<file path="config.mk">
export PLATFORM = sky130hd
export DESIGN_NAME = ex_stage
export DESIGN_NICKNAME = d
export VERILOG_FILES = /design/src/common/lsu_pkg.sv /design/src/common/ex_types_pkg.sv /design/src/common/ex_issue_if.sv /design/src/verilog/ex_stage.sv /design/src/verilog/ex_writeback.sv /design/src/lsu/lsu.sv /design/src/verilog/branch_unit.sv /design/src/verilog/ex_issue_reg.sv /design/src/alu/alu.sv
export VERILOG_INCLUDE_DIRS = /design/src /design/src/common
export SDC_FILE = /design/constraint.sdc
export NUM_CORES = 2
export LEC_CHECK = 0
export ABC_AREA = 1
export BUFFER_PORTS_ARGS = -buffer_cell sky130_fd_sc_hd__buf_2
export CAP_MARGIN = 20
export CORE_UTILIZATION = 25
export DETAILED_ROUTE_END_ITERATION = 7
export GPL_TIMING_DRIVEN = 0
export PLACE_DENSITY = 0.49
export RECOVER_POWER = 100
export REMOVE_ABC_BUFFERS = 1
export SETUP_SLACK_MARGIN = 0.2
export SLEW_MARGIN = 20
export SYNTH_ARGS = -nofsm -noshare
export SYNTH_HDL_FRONTEND = slang
export SYNTH_SLANG_ARGS = --single-unit
</file>
<file path="constraint.sdc">
create_clock -name clk -period 12.5 [get_ports clk]
set_input_delay 1.25 -clock clk [delete_from_list [all_inputs] [get_ports clk]]
set_output_delay 1.25 -clock clk [all_outputs]
set_load 0.02 [all_outputs]
</file>
<file path="src/common/ex_defs.svh">
`ifndef EX_DEFS_SVH
`define EX_DEFS_SVH

// ************************************************
// execute stage widths and constants
// ************************************************

// data and pc width, two 32-bit words
`define EX_XLEN        64
// raw instruction width
`define EX_ILEN        32
// register index
`define EX_REG_ADDR_W  5
// wishbone byte selects, one per data byte
`define EX_SEL_W       8
// shift amount for 64-bit shifts
`define EX_SHAMT_W     6
// sequential pc increment
`define EX_PC_STEP     4
// word op result width
`define EX_WORD_W      32

`endif
</file>
<file path="src/common/lsu_pkg.sv">
package lsu_pkg;

    // access size of a load or store
    typedef enum logic [1:0] {
        SIZE_B,
        SIZE_H,
        SIZE_W,
        SIZE_D
    } mem_size_t;

    // bus master state
    // idle, or one classic cycle open until ack
    typedef enum logic [0:0] {
        LSU_IDLE,
        LSU_BUS
    } lsu_state_t;

endpackage

</file>
<file path="src/common/ex_types_pkg.sv">
package ex_types_pkg;

    // ************************************************
    // operation class, decoded upstream
    // ************************************************
    typedef enum logic [4:0] {
        EX_NOP,
        // register/immediate arithmetic
        EX_ALU,
        EX_ALU_W,
        EX_LUI,
        // jumps
        EX_JAL,
        EX_JALR,
        // conditional branches
        EX_BEQ,
        EX_BNE,
        EX_BLT,
        EX_BGE,
        EX_BLTU,
        EX_BGEU,
        // loads, signed then unsigned
        EX_LB,
        EX_LH,
        EX_LW,
        EX_LD,
        EX_LBU,
        EX_LHU,
        EX_LWU,
        // stores
        EX_SB,
        EX_SH,
        EX_SW,
        EX_SD
    } exec_op_t;

    // alu function select
    typedef enum logic [3:0] {
        ALU_ADD,
        ALU_SUB,
        ALU_XOR,
        ALU_OR,
        ALU_AND,
        ALU_SLT,
        ALU_SLTU,
        ALU_SLL,
        ALU_SRL,
        ALU_SRA
    } alu_mode_t;

endpackage

</file>
<file path="src/common/ex_issue_if.sv">
`timescale 1ns/100ps
`include "ex_defs.svh"

// registered instruction, fanned out to the units
interface ex_issue_if
    import ex_types_pkg::*;
();
    logic                      valid;
    logic [`EX_XLEN-1:0]       pc;
    logic [`EX_ILEN-1:0]       inst;
    exec_op_t                  op;
    // operands already picked by decode
    logic [`EX_XLEN-1:0]       opa;
    logic [`EX_XLEN-1:0]       opb;
    alu_mode_t                 mode;
    logic [`EX_REG_ADDR_W-1:0] rd;
    // store data
    logic [`EX_XLEN-1:0]       src2;

    // pipeline register side
    modport issue (output valid, pc, inst, op, opa, opb, mode, rd, src2);

    // consumers
    modport unit (input valid, pc, inst, op, opa, opb, mode, rd, src2);

endinterface

</file>
<file path="src/verilog/ex_stage.sv">
`timescale 1ns/100ps
`include "ex_defs.svh"

module ex_stage
    import ex_types_pkg::*;
(
    input  logic                      clk,
    input  logic                      rst,
    input  logic                      in_valid,
    output logic                      in_ready,
    input  logic [`EX_XLEN-1:0]       in_pc,
    input  logic [`EX_ILEN-1:0]       in_inst,
    input  exec_op_t                  in_op,
    input  logic [`EX_XLEN-1:0]       in_opa,
    input  logic [`EX_XLEN-1:0]       in_opb,
    input  alu_mode_t                 in_mode,
    input  logic [`EX_REG_ADDR_W-1:0] in_rd,
    input  logic [`EX_XLEN-1:0]       in_src2,
    output logic                      out_valid,
    output logic [`EX_XLEN-1:0]       out_pc,
    output logic [`EX_ILEN-1:0]       out_inst,
    output logic                      reg_wr_wen,
    output logic [`EX_REG_ADDR_W-1:0] reg_wr_id,
    output logic [`EX_XLEN-1:0]       reg_wr_value,
    output logic [`EX_XLEN-1:0]       dnpc,
    output logic                      pc_update,
    output logic                      wb_cyc,
    output logic                      wb_stb,
    output logic                      wb_we,
    output logic [`EX_XLEN-1:0]       wb_adr,
    output logic [`EX_XLEN-1:0]       wb_wdata,
    output logic [`EX_SEL_W-1:0]      wb_sel,
    input  logic [`EX_XLEN-1:0]       wb_rdata,
    input  logic                      wb_ack
);

    logic                retire;
    logic                lsu_stall;
    logic [`EX_XLEN-1:0] alu_result;
    logic [`EX_XLEN-1:0] load_data;

    ex_issue_if ex_if ();

    // ************************************************
    // input register and units
    // ************************************************
    ex_issue_reg u_issue (
        .clk       (clk),
        .rst       (rst),
        .in_valid  (in_valid),
        .in_pc     (in_pc),
        .in_inst   (in_inst),
        .in_op     (in_op),
        .in_opa    (in_opa),
        .in_opb    (in_opb),
        .in_mode   (in_mode),
        .in_rd     (in_rd),
        .in_src2   (in_src2),
        .in_ready  (in_ready),
        .lsu_stall (lsu_stall),
        .retire    (retire),
        .issue     (ex_if.issue)
    );

    alu u_alu (
        .mode   (ex_if.mode),
        .opa    (ex_if.opa),
        .opb    (ex_if.opb),
        .result (alu_result)
    );

    branch_unit u_branch (
        .ex         (ex_if.unit),
        .alu_result (alu_result),
        .dnpc       (dnpc),
        .pc_update  (pc_update)
    );

    lsu u_lsu (
        .clk        (clk),
        .rst        (rst),
        .ex         (ex_if.unit),
        .alu_result (alu_result),
        .lsu_stall  (lsu_stall),
        .load_data  (load_data),
        .wb_cyc     (wb_cyc),
        .wb_stb     (wb_stb),
        .wb_we      (wb_we),
        .wb_adr     (wb_adr),
        .wb_wdata   (wb_wdata),
        .wb_sel     (wb_sel),
        .wb_rdata   (wb_rdata),
        .wb_ack     (wb_ack)
    );

    ex_writeback u_wb (
        .ex           (ex_if.unit),
        .retire       (retire),
        .alu_result   (alu_result),
        .load_data    (load_data),
        .reg_wr_wen   (reg_wr_wen),
        .reg_wr_id    (reg_wr_id),
        .reg_wr_value (reg_wr_value)
    );

    // completion and its instruction
    assign out_valid = retire;
    assign out_pc    = ex_if.pc;
    assign out_inst  = ex_if.inst;

endmodule

</file>
<file path="src/verilog/ex_writeback.sv">
`timescale 1ns/100ps
`include "ex_defs.svh"

module ex_writeback
    import ex_types_pkg::*;
(
    ex_issue_if.unit                  ex,
    input  logic                      retire,
    input  logic [`EX_XLEN-1:0]       alu_result,
    input  logic [`EX_XLEN-1:0]       load_data,
    output logic                      reg_wr_wen,
    output logic [`EX_REG_ADDR_W-1:0] reg_wr_id,
    output logic [`EX_XLEN-1:0]       reg_wr_value
);

    logic wr_class;

    // ************************************************
    // value select by op class
    // ************************************************
    always_comb begin
        wr_class = 1'b1;
        case (ex.op)
            EX_ALU:  reg_wr_value = alu_result;
            // word ops, sign-extend the low word
            EX_ALU_W: reg_wr_value = {{(`EX_XLEN-`EX_WORD_W){alu_result[`EX_WORD_W-1]}},
                                      alu_result[`EX_WORD_W-1:0]};
            // upper immediate comes in on opa
            EX_LUI:  reg_wr_value = ex.opa;
            // link address
            EX_JAL,
            EX_JALR: reg_wr_value = ex.pc + `EX_PC_STEP;
            EX_LB, EX_LH, EX_LW, EX_LD,
            EX_LBU, EX_LHU, EX_LWU: reg_wr_value = load_data;
            // stores, branches, nop
            default: begin
                wr_class     = 1'b0;
                reg_wr_value = '0;
            end
        endcase
    end

    // write only once the op completes
    assign reg_wr_wen = retire & wr_class;
    assign reg_wr_id  = ex.rd;

endmodule

</file>
<file path="src/lsu/lsu.sv">
`timescale 1ns/100ps
`include "ex_defs.svh"

module lsu
    import ex_types_pkg::*;
    import lsu_pkg::*;
(
    input  logic                 clk,
    input  logic                 rst,
    ex_issue_if.unit             ex,
    input  logic [`EX_XLEN-1:0]  alu_result,
    output logic                 lsu_stall,
    output logic [`EX_XLEN-1:0]  load_data,
    output logic                 wb_cyc,
    output logic                 wb_stb,
    output logic                 wb_we,
    output logic [`EX_XLEN-1:0]  wb_adr,
    output logic [`EX_XLEN-1:0]  wb_wdata,
    output logic [`EX_SEL_W-1:0] wb_sel,
    input  logic [`EX_XLEN-1:0]  wb_rdata,
    input  logic                 wb_ack
);

    lsu_state_t           state;
    mem_size_t            size;
    logic                 is_mem;
    logic                 is_store;
    logic                 is_unsigned;
    logic [2:0]           offset;
    logic [5:0]           lane_shift;
    logic [`EX_XLEN-1:0]  store_data;
    logic [`EX_SEL_W-1:0] size_sel;
    logic [`EX_XLEN-1:0]  rdata_shifted;

    // ************************************************
    // op decode
    // ************************************************
    always_comb begin
        is_mem      = 1'b1;
        is_store    = 1'b0;
        is_unsigned = 1'b0;
        size        = SIZE_D;
        case (ex.op)
            EX_LB:   size = SIZE_B;
            EX_LH:   size = SIZE_H;
            EX_LW:   size = SIZE_W;
            EX_LD:   size = SIZE_D;
            EX_LBU: begin
                size        = SIZE_B;
                is_unsigned = 1'b1;
            end
            EX_LHU: begin
                size        = SIZE_H;
                is_unsigned = 1'b1;
            end
            EX_LWU: begin
                size        = SIZE_W;
                is_unsigned = 1'b1;
            end
            EX_SB: begin
                size     = SIZE_B;
                is_store = 1'b1;
            end
            EX_SH: begin
                size     = SIZE_H;
                is_store = 1'b1;
            end
            EX_SW: begin
                size     = SIZE_W;
                is_store = 1'b1;
            end
            EX_SD: begin
                size     = SIZE_D;
                is_store = 1'b1;
            end
            default: is_mem = 1'b0;
        endcase
    end

    // byte offset inside the doubleword, natural alignment assumed
    assign offset     = alu_result[2:0];
    assign lane_shift = {offset, 3'b000};

    // store data trimmed to size, selects before lane shift
    always_comb begin
        case (size)
            SIZE_B: begin
                store_data = {{(`EX_XLEN-8){1'b0}}, ex.src2[7:0]};
                size_sel   = 8'h01;
            end
            SIZE_H: begin
                store_data = {{(`EX_XLEN-16){1'b0}}, ex.src2[15:0]};
                size_sel   = 8'h03;
            end
            SIZE_W: begin
                store_data = {{(`EX_XLEN-32){1'b0}}, ex.src2[31:0]};
                size_sel   = 8'h0f;
            end
            default: begin
                store_data = ex.src2;
                size_sel   = 8'hff;
            end
        endcase
    end

    // load lanes down to bit 0, then extend
    assign rdata_shifted = wb_rdata >> lane_shift;

    always_comb begin
        case (size)
            SIZE_B: load_data = {{(`EX_XLEN-8){~is_unsigned & rdata_shifted[7]}},
                                 rdata_shifted[7:0]};
            SIZE_H: load_data = {{(`EX_XLEN-16){~is_unsigned & rdata_shifted[15]}},
                                 rdata_shifted[15:0]};
            SIZE_W: load_data = {{(`EX_XLEN-32){~is_unsigned & rdata_shifted[31]}},
                                 rdata_shifted[31:0]};
            default: load_data = rdata_shifted;
        endcase
    end

    // ************************************************
    // wishbone classic master
    // ************************************************
    always_ff @(posedge clk) begin
        if (rst) begin
            state <= LSU_IDLE;
        end else begin
            case (state)
                // open the cycle one edge after the op shows up
                LSU_IDLE: if (ex.valid && is_mem) state <= LSU_BUS;
                // close on the edge after ack
                LSU_BUS:  if (wb_ack) state <= LSU_IDLE;
                default:  state <= LSU_IDLE;
            endcase
        end
    end

    assign wb_cyc   = (state == LSU_BUS);
    assign wb_stb   = wb_cyc;
    assign wb_we    = wb_cyc & is_store;
    // doubleword aligned, lanes picked by sel
    assign wb_adr   = {alu_result[`EX_XLEN-1:3], 3'b000};
    assign wb_wdata = store_data << lane_shift;
    assign wb_sel   = size_sel << offset;

    // hold the pipeline until the slave acks
    assign lsu_stall = ex.valid & is_mem & ~(wb_cyc & wb_ack);

endmodule

</file>
<file path="src/verilog/branch_unit.sv">
`timescale 1ns/100ps
`include "ex_defs.svh"

module branch_unit
    import ex_types_pkg::*;
(
    ex_issue_if.unit            ex,
    input  logic [`EX_XLEN-1:0] alu_result,
    output logic [`EX_XLEN-1:0] dnpc,
    output logic                pc_update
);

    logic [`EX_XLEN-1:0] imm_b;
    logic [`EX_XLEN-1:0] snpc;
    logic                is_branch;
    logic                is_jump;
    logic                taken;

    // b-type immediate, bit 0 always zero
    assign imm_b = {{(`EX_XLEN-12){ex.inst[31]}}, ex.inst[7], ex.inst[30:25],
                    ex.inst[11:8], 1'b0};
    assign snpc  = ex.pc + `EX_PC_STEP;

    // ************************************************
    // condition evaluation on raw operands
    // ************************************************
    always_comb begin
        is_branch = 1'b1;
        case (ex.op)
            EX_BEQ:  taken = ex.opa == ex.opb;
            EX_BNE:  taken = ex.opa != ex.opb;
            EX_BLT:  taken = $signed(ex.opa) < $signed(ex.opb);
            EX_BGE:  taken = $signed(ex.opa) >= $signed(ex.opb);
            EX_BLTU: taken = ex.opa < ex.opb;
            EX_BGEU: taken = ex.opa >= ex.opb;
            default: begin
                is_branch = 1'b0;
                taken     = 1'b0;
            end
        endcase
    end

    assign is_jump = (ex.op == EX_JAL) || (ex.op == EX_JALR);

    // target select
    always_comb begin
        case (ex.op)
            // alu already added the offset
            EX_JAL:  dnpc = alu_result;
            // jalr clears bit 0
            EX_JALR: dnpc = {alu_result[`EX_XLEN-1:1], 1'b0};
            default: dnpc = taken ? ex.pc + imm_b : snpc;
        endcase
    end

    // redirect for every control transfer, taken or not
    assign pc_update = ex.valid & (is_jump | is_branch);

endmodule

</file>
<file path="src/verilog/ex_issue_reg.sv">
`timescale 1ns/100ps
`include "ex_defs.svh"

module ex_issue_reg
    import ex_types_pkg::*;
(
    input  logic                      clk,
    input  logic                      rst,
    input  logic                      in_valid,
    input  logic [`EX_XLEN-1:0]       in_pc,
    input  logic [`EX_ILEN-1:0]       in_inst,
    input  exec_op_t                  in_op,
    input  logic [`EX_XLEN-1:0]       in_opa,
    input  logic [`EX_XLEN-1:0]       in_opb,
    input  alu_mode_t                 in_mode,
    input  logic [`EX_REG_ADDR_W-1:0] in_rd,
    input  logic [`EX_XLEN-1:0]       in_src2,
    output logic                      in_ready,
    input  logic                      lsu_stall,
    output logic                      retire,
    ex_issue_if.issue                 issue
);

    logic accept;

    // slot empty, or the held op finishes this cycle
    assign in_ready = ~issue.valid | ~lsu_stall;
    assign accept   = in_valid & in_ready;

    // single completion strobe
    assign retire = issue.valid & ~lsu_stall;

    // ************************************************
    // valid bit
    // ************************************************
    always_ff @(posedge clk) begin
        if (rst) begin
            issue.valid <= 1'b0;
        end else if (accept) begin
            issue.valid <= 1'b1;
        end else if (retire) begin
            // done, nothing new behind it
            issue.valid <= 1'b0;
        end
    end

    // payload, held while stalled
    always_ff @(posedge clk) begin
        if (accept) begin
            issue.pc   <= in_pc;
            issue.inst <= in_inst;
            issue.op   <= in_op;
            issue.opa  <= in_opa;
            issue.opb  <= in_opb;
            issue.mode <= in_mode;
            issue.rd   <= in_rd;
            issue.src2 <= in_src2;
        end
    end

endmodule

</file>
<file path="src/alu/alu.sv">
`timescale 1ns/100ps
`include "ex_defs.svh"

module alu
    import ex_types_pkg::*;
(
    input  alu_mode_t           mode,
    input  logic [`EX_XLEN-1:0] opa,
    input  logic [`EX_XLEN-1:0] opb,
    output logic [`EX_XLEN-1:0] result
);

    logic [`EX_SHAMT_W-1:0] shamt;
    logic                   lt_signed;
    logic                   lt_unsigned;

    // only the low bits of opb count for shifts
    assign shamt = opb[`EX_SHAMT_W-1:0];

    // compares for the set-less-than modes
    assign lt_signed   = $signed(opa) < $signed(opb);
    assign lt_unsigned = opa < opb;

    always_comb begin
        case (mode)
            ALU_ADD:  result = opa + opb;
            ALU_SUB:  result = opa - opb;
            ALU_XOR:  result = opa ^ opb;
            ALU_OR:   result = opa | opb;
            ALU_AND:  result = opa & opb;
            // 0 or 1
            ALU_SLT:  result = {{(`EX_XLEN-1){1'b0}}, lt_signed};
            ALU_SLTU: result = {{(`EX_XLEN-1){1'b0}}, lt_unsigned};
            ALU_SLL:  result = opa << shamt;
            ALU_SRL:  result = opa >> shamt;
            // arithmetic shift keeps the sign
            ALU_SRA:  result = $unsigned($signed(opa) >>> shamt);
            default:  result = '0;
        endcase
    end

endmodule

</file>
Word-level counts from Yosys, hierarchy flattened
Index checks and enable logic that the tools add are counted.
{ "op_classes": {"reduce_logical": 15, "bitwise_logic": 21, "eq_ne": 35, "shift": 6, "magnitude_cmp": 4, "mux": 19, "add_sub_neg": 4} }
{ "ops": {"columns": ["operator", "n"], "rows": [
  ["one-hot mux 64 bit (10 select lines)", 1],
  ["one-hot mux 64 bit (3 select lines)", 2],
  ["one-hot mux 64 bit (5 select lines)", 1],
  ["adder 64 bit", 2],
  [">= comparator 64 bit", 2],
  ["less-than comparator 64 bit", 2],
  ["one-hot mux 64 bit (2 select lines)", 1],
  ["<< shifter 64 x 6 -> 64 bit", 2],
  [">> shifter 64 x 6 -> 64 bit", 2],
  ["adder 64 x 3 -> 64 bit (second input constant)", 1],
  ["bitwise AND 64 bit", 1],
  ["== test 64 bit", 1],
  ["two-way mux 64 bit", 1],
  ["!= test 64 bit", 1],
  ["OR 64 bit", 1],
  [">>> shifter 64 x 6 -> 64 bit", 1],
  ["subtractor 64 bit", 1],
  ["bitwise XOR 64 bit", 1],
  ["== test 5 x 4 -> 1 bit (second input constant)", 8],
  ["== test 5 bit (second input constant)", 7],
  ["one-hot mux 8 bit (3 select lines)", 1],
  ["== test 5 x 3 -> 1 bit (second input constant)", 4],
  ["== test 4 x 3 -> 1 bit (second input constant)", 4],
  ["OR reduction 12 bit", 1],
  ["26 further kinds", 55]
]} }
{ "totals": {"output_inout_bits": 372, "register_bits": 304, "inputBits": 370, "word_cells": 114} }

Logic depth before layout (Yosys ltp)
{ "logic_depth": {"depth_word": 9, "depth_mapped": 35, "ltp_nobuf": 29} }

Cells and area by module
A second synthesis with hierarchy kept.
{ "hier_totals": {"cells_unflattened": 9045, "hier_area_um2": 50865.0} }
{ "modules_own_cells": {"columns": ["mod", "n_inst", "seq_area_each_um2", "cells_per_inst", "area_each_um2"], "rows": [
  ["alu", 1, 0.0, 5094, 23392.4],
  ["branch_unit", 1, 0.0, 1877, 9910.8],
  ["ex_issue_reg", 1, 9088.7, 309, 9120.0],
  ["lsu", 1, 20.0, 943, 4722.0],
  ["ex_writeback", 1, 0.0, 822, 3719.8]
]} }

Worst setup path after synthesis
OpenSTA, ideal clock, no wires.
{ "synth_path": {"kind": "input port to flip-flop", "startpoint": "input wb_ack", "endpoint": "register u_issue.issue.inst[0] (enable)", "arrival_ns": 7.460, "n_path_buf": 0, "setup_time_ns": 0.652, "path_stages": 4, "required_ns": 11.848, "slack_ns": 4.388, "cell_sequence": "nand2_1 > nand2_1 > nand2_1 > inv_1"} }
{ "synth_between": {"elab_chain_len": 6} }
{ "synth_rtl": {"columns": ["element", "line_no", "source"], "rows": [
  ["from (decl)", "ex_stage.sv:34", "input logic wb_ack"],
  ["bitwise AND 1 bit", "lsu.sv:147", "assign lsu_stall = ex.valid & is_mem & ~(wb_cyc & wb_ack);"],
  ["inverter 1 bit", "lsu.sv:147", null],
  ["bitwise AND 1 bit", "lsu.sv:147", null],
  ["inverter 1 bit", "ex_issue_reg.sv:27", "assign in_ready = ~issue.valid | ~lsu_stall;"],
  ["OR 1 bit", "ex_issue_reg.sv:27", null],
  ["via in_ready", "ex_stage.sv:10", "output logic in_ready,"],
  ["bitwise AND 1 bit", "ex_issue_reg.sv:28", "assign accept = in_valid & in_ready;"],
  ["via u_issue.accept", "ex_issue_reg.sv:24", "logic accept;"],
  ["to (signal assigned)", "ex_issue_reg.sv:51", "issue.inst <= in_inst;"],
  ["to (decl)", "ex_issue_if.sv:21", "modport issue (output valid, pc, inst, op, opa, opb, mode, rd, src2);"]
]} }
The timed path passes the listed nets, and every way through them passes these cells.
A chain may end at the register's enable or synchronous reset.

Final worst setup path
{ "layout_path": {"startpoint": "register u_issue.issue.opb[4]", "endpoint": "output dnpc[50]"} }
{ "layout_between": {"elab_chain_len": 4, "elab_cells_between_ends": 15, "classes_between": "add/sub: 2; order compare: 4; eq/ne: 2; shift: 3; mux: 4"} }
{ "layout_rtl": {"columns": ["element", "line_no", "source"], "rows": [
  ["from (decl)", "ex_issue_if.sv:21", null],
  ["from (signal assigned)", "ex_issue_reg.sv:54", "issue.opb <= in_opb;"],
  [">= comparator 64 bit (tied with other cells)", "branch_unit.sv:35", "EX_BGEU: taken = ex.opa >= ex.opb;"],
  ["one-hot mux 1 bit (6 select lines)", "branch_unit.sv:29", "case (ex.op)"],
  ["two-way mux 64 bit", "branch_unit.sv:52", "default: dnpc = taken ? ex.pc + imm_b : snpc;"],
  ["one-hot mux 64 bit (2 select lines) (*)", "branch_unit.sv:47", "case (ex.op)"],
  ["to (decl)", "ex_stage.sv:25", "output logic [`EX_XLEN-1:0] dnpc,"]
]} }
Every way passes the cells marked *; elsewhere a longest branch is shown, timed or not.

==> results.txt <==
Worst Tran Pin Value - 2.955 ns
Crit-path max FO - 103
Share of cells above drive strength 1 - 8.759%
Clock Latency Late Sink - 0.69 ns
Pins over their slew limit - 418
CTS tree - yes
Min-Delay Path Class - register to register
Via density - 5.538
Post-CTS Hold Buffers - 0
Top cell type's share of synthesized area - 21.37%
Dpl ws - 3.657 ns
Crit. Startpoint - u_issue.issue.opb[4]
VDD IR max - 0.0001072 V
Worst setup margin - 1.345 ns
Failing checks - max-capacitance violations, max-slew violations
Setup violations, final - 0
Synth warn - 0
Syn avg cell area - 6.077 um^2
Clock Power Share - 23.5%
Post-CTS sizing - 0
Unrepaired setup endpoints after global routing - no
Placer Congestion - 1.024
GRT Overall Usage - 33.08%
Fin crit period - 11.15 ns
Clock slew at reported path FFs - 0.06 ns
Cells after synthesis - 6,984
Switching Share - 52.12%
DRT Wirelength - 297,300 um
Post-DP HPWL - 249,200 um
Critical Path Sink Type - output pin
Commonest non-fill, non-tap cell in the layout - nand2_1
Leakage - 22.26 nW
Core area - 0.1678 mm^2
Register area share after synthesis - 21.46%
R2R Path Start - u_issue.issue.op[4]
PortBufs - 738
Ranking of synthesized cells by area - edfxtp_1 21%, nand2_1 16%, o21ai_0 8.0%
Clock buffer depth - 3
Die height - 414.0 um
Die width - 414.0 um
Worst Skew - 0.03826 ns
Vias - 53.97k
HP Start - u_lsu.wb_cyc
Fill cells - 19.63k
Synth Flop Type - edfxtp_1
Vias in the first global route - 50.58k
Switch Pwr - 2.877 mW
Sequential share of power - 24.0%
Area of the multi-input gates - 0.02852 mm^2
Remaining Overflow, GRT - 0
Number of buffers created by CTS - 42
Final layout net count - 8,109
Detail Route Antenna Nets - 0
Initial DRC Count - 6,245
Combinational share of power - 52.5%
Slew headroom - -96.99%
Most frequent cells in the layout - 1,790 x nand2_1, 794 x inv_1, 696 x nor2_1
First-pass iteration count of the detailed router - 6
Unique cell type count in the Yosys netlist - 71
TritonCTS Sinks - 304
Post-Place Cell Area - 0.04885 mm^2
Io pins - 742
Crit share post-route - 89.24%
Area leader, netlist - edfxtp_1
Hold Fails Final Rpt - 0
Fmax - 0.08965 GHz
Post-CTS Setup Bufs - 0
Register area - 0.009109 mm^2
Placement Rows - 150
Critical path class - register to output pin
Max-Cap Viols - 12
Largest net degree at the start of global routing - 119
Global-route wire length before repair - 400,600 um
Outcome - finished with violations
H-tree levels - 2
P&R area growth vs syn - 17.06%
Worst setup SP type - register
Tot Pwr - 5.520 mW
Ys async rst share - 0%
Flops & latches, synth - 304
PD cells - 111.1 mW/mm^2
Initial antenna violation count - 52
Critical Path RT - 11.25 ns
DR DRC count - 0
Root buffer cell - clkbuf_16
CP arrival - 9.90 ns
WHS - 0.5696 ns
Finished Cell Area - 0.04968 mm^2
Mapped cell area - 0.04244 mm^2
Initial Utilization - 25.30%
WL per Instance - 30.50 um
Post-synth EDFFs - 302
P_int - 2.643 mW
Die Area - 0.1714 mm^2
-- stage by stage --
stage	std cells	setup TNS, ns	utilization [%]
finish	9745	0	29.61
global route	9732	0	29.59
CTS	9716	0	29.95
detailed placement	9640	0	29.11
global placement	9570	-1322.48	28.11
floorplan	6628	0	-
-- power groups by stage --
stage	Clock, mW	Combinational [mW]	Sequential (mW)
after CTS	1.34	2.88	1.32
after detailed placement	0	2.87	1.34
after global routing	1.36	3.05	1.33
final	1.29	2.90	1.33
after floorplan	0	1.54	1.33
after global placement	0	2.79	1.40
-- Yosys cell counts (25+ instances only) --
| cell | count |
|---|---|
| nand2_1 | 1791 |
| inv_1 | 803 |
| nor2_1 | 705 |
| o21ai_0 | 681 |
| a21oi_1 | 564 |
| nand3_1 | 464 |
| edfxtp_1 | 302 |
| ha_1 | 256 |
| clkbuf_1 | 160 |
| buf_2 | 124 |
| o22ai_1 | 112 |
| o211ai_1 | 109 |
| nor3_1 | 97 |
| xor2_1 | 83 |
| o21ai_1 | 67 |
| nand4_1 | 62 |
| a31oi_1 | 60 |
| o21a_1 | 45 |
| or2_2 | 42 |
| o221ai_1 | 35 |
| buf_1 | 29 |
| o2111ai_1 | 28 |
| buf_4 | 27 |
| o21bai_1 | 27 |
| nor4_1 | 26 |
| xnor2_1 | 25 |
-- path summary, 6_finish.rpt --
path | end | slack (ns) | cells after the start
max | dnpc[50] | 1.35 | 24
min reg2reg | u_lsu.wb_cyc | 0.57 | 2
min | u_lsu.wb_cyc | 0.57 | 2
max reg2reg | u_issue.issue.opb[45] | 2.92 | 13
-- routing by layer --
metal / GRT usage [%] / wire length [um]
met1: 42.04 / 122000
met2: 53.48 / 134800
met3: 4.955 / 21720
met4: 18.34 / 18640
met5: 0 / 152
-- kinds of logic (layout without fill, tap and decap cells) --
kind of cell	after synthesis	count (layout)	synth area share, %
fa+ha+maj	259	259	7.688
compound gates	1845	1845	24.75
flops	304	304	21.46
simple gates	3252	3252	31.88
mux	21	21	0.4953
xor+xnor	108	108	2.229
buf+inv	1194	1720	11.49
other cells	1	32	0.008835
-- state kept, by name (all words and copies together), names as in the netlist --
name,count
u_issue.issue.rd,5
u_lsu.wb_cyc,1
u_issue.issue.opa,64
u_issue.issue.pc,64
u_issue.issue.inst,32
u_issue.issue.mode,4
u_issue.issue.valid,1
u_issue.issue.opb,64
u_issue.issue.src2,64
u_issue.issue.op,5
-- worst max-delay path: stages, from the launching register on --
cell and delay [ns]:
edfxtp_1 0.80, clkinvlp_2 0.78, buf_16 0.47, ha_1 0.41
inv_1 0.17, nand2_1 0.13, nor2_1 0.15, nand2_1 0.07
nand2_1 0.13, nand2_1 0.11, nand2_1 0.23, nand2_1 0.09
nand2_1 0.30, nand2_1 0.21, nand2_1 0.29, nand2_4 0.10
nand2_1 0.07, nand3_1 0.07, nand3_1 0.73, clkbuf_1 2.14
o21ai_0 0.75, nand2_1 0.35, nand2_1 0.16, nand2_1 0.10
clkbuf_1 0.35
-- cell type report --
| cell class | count | area share [%] |
|---|---|---|
| clock inverters | 28 | 0.6069 |
| repair buffers | 808 | 9.353 |
| multi-input cells | 5488 | 57.40 |
| inverters | 836 | 6.409 |
| flip-flops and latches | 304 | 18.33 |
| clock buffers | 48 | 2.204 |
| diodes | 29 | 0.1461 |
| well taps | 2204 | 5.551 |
No activity file was read; power rests on OpenSTA's default activity.
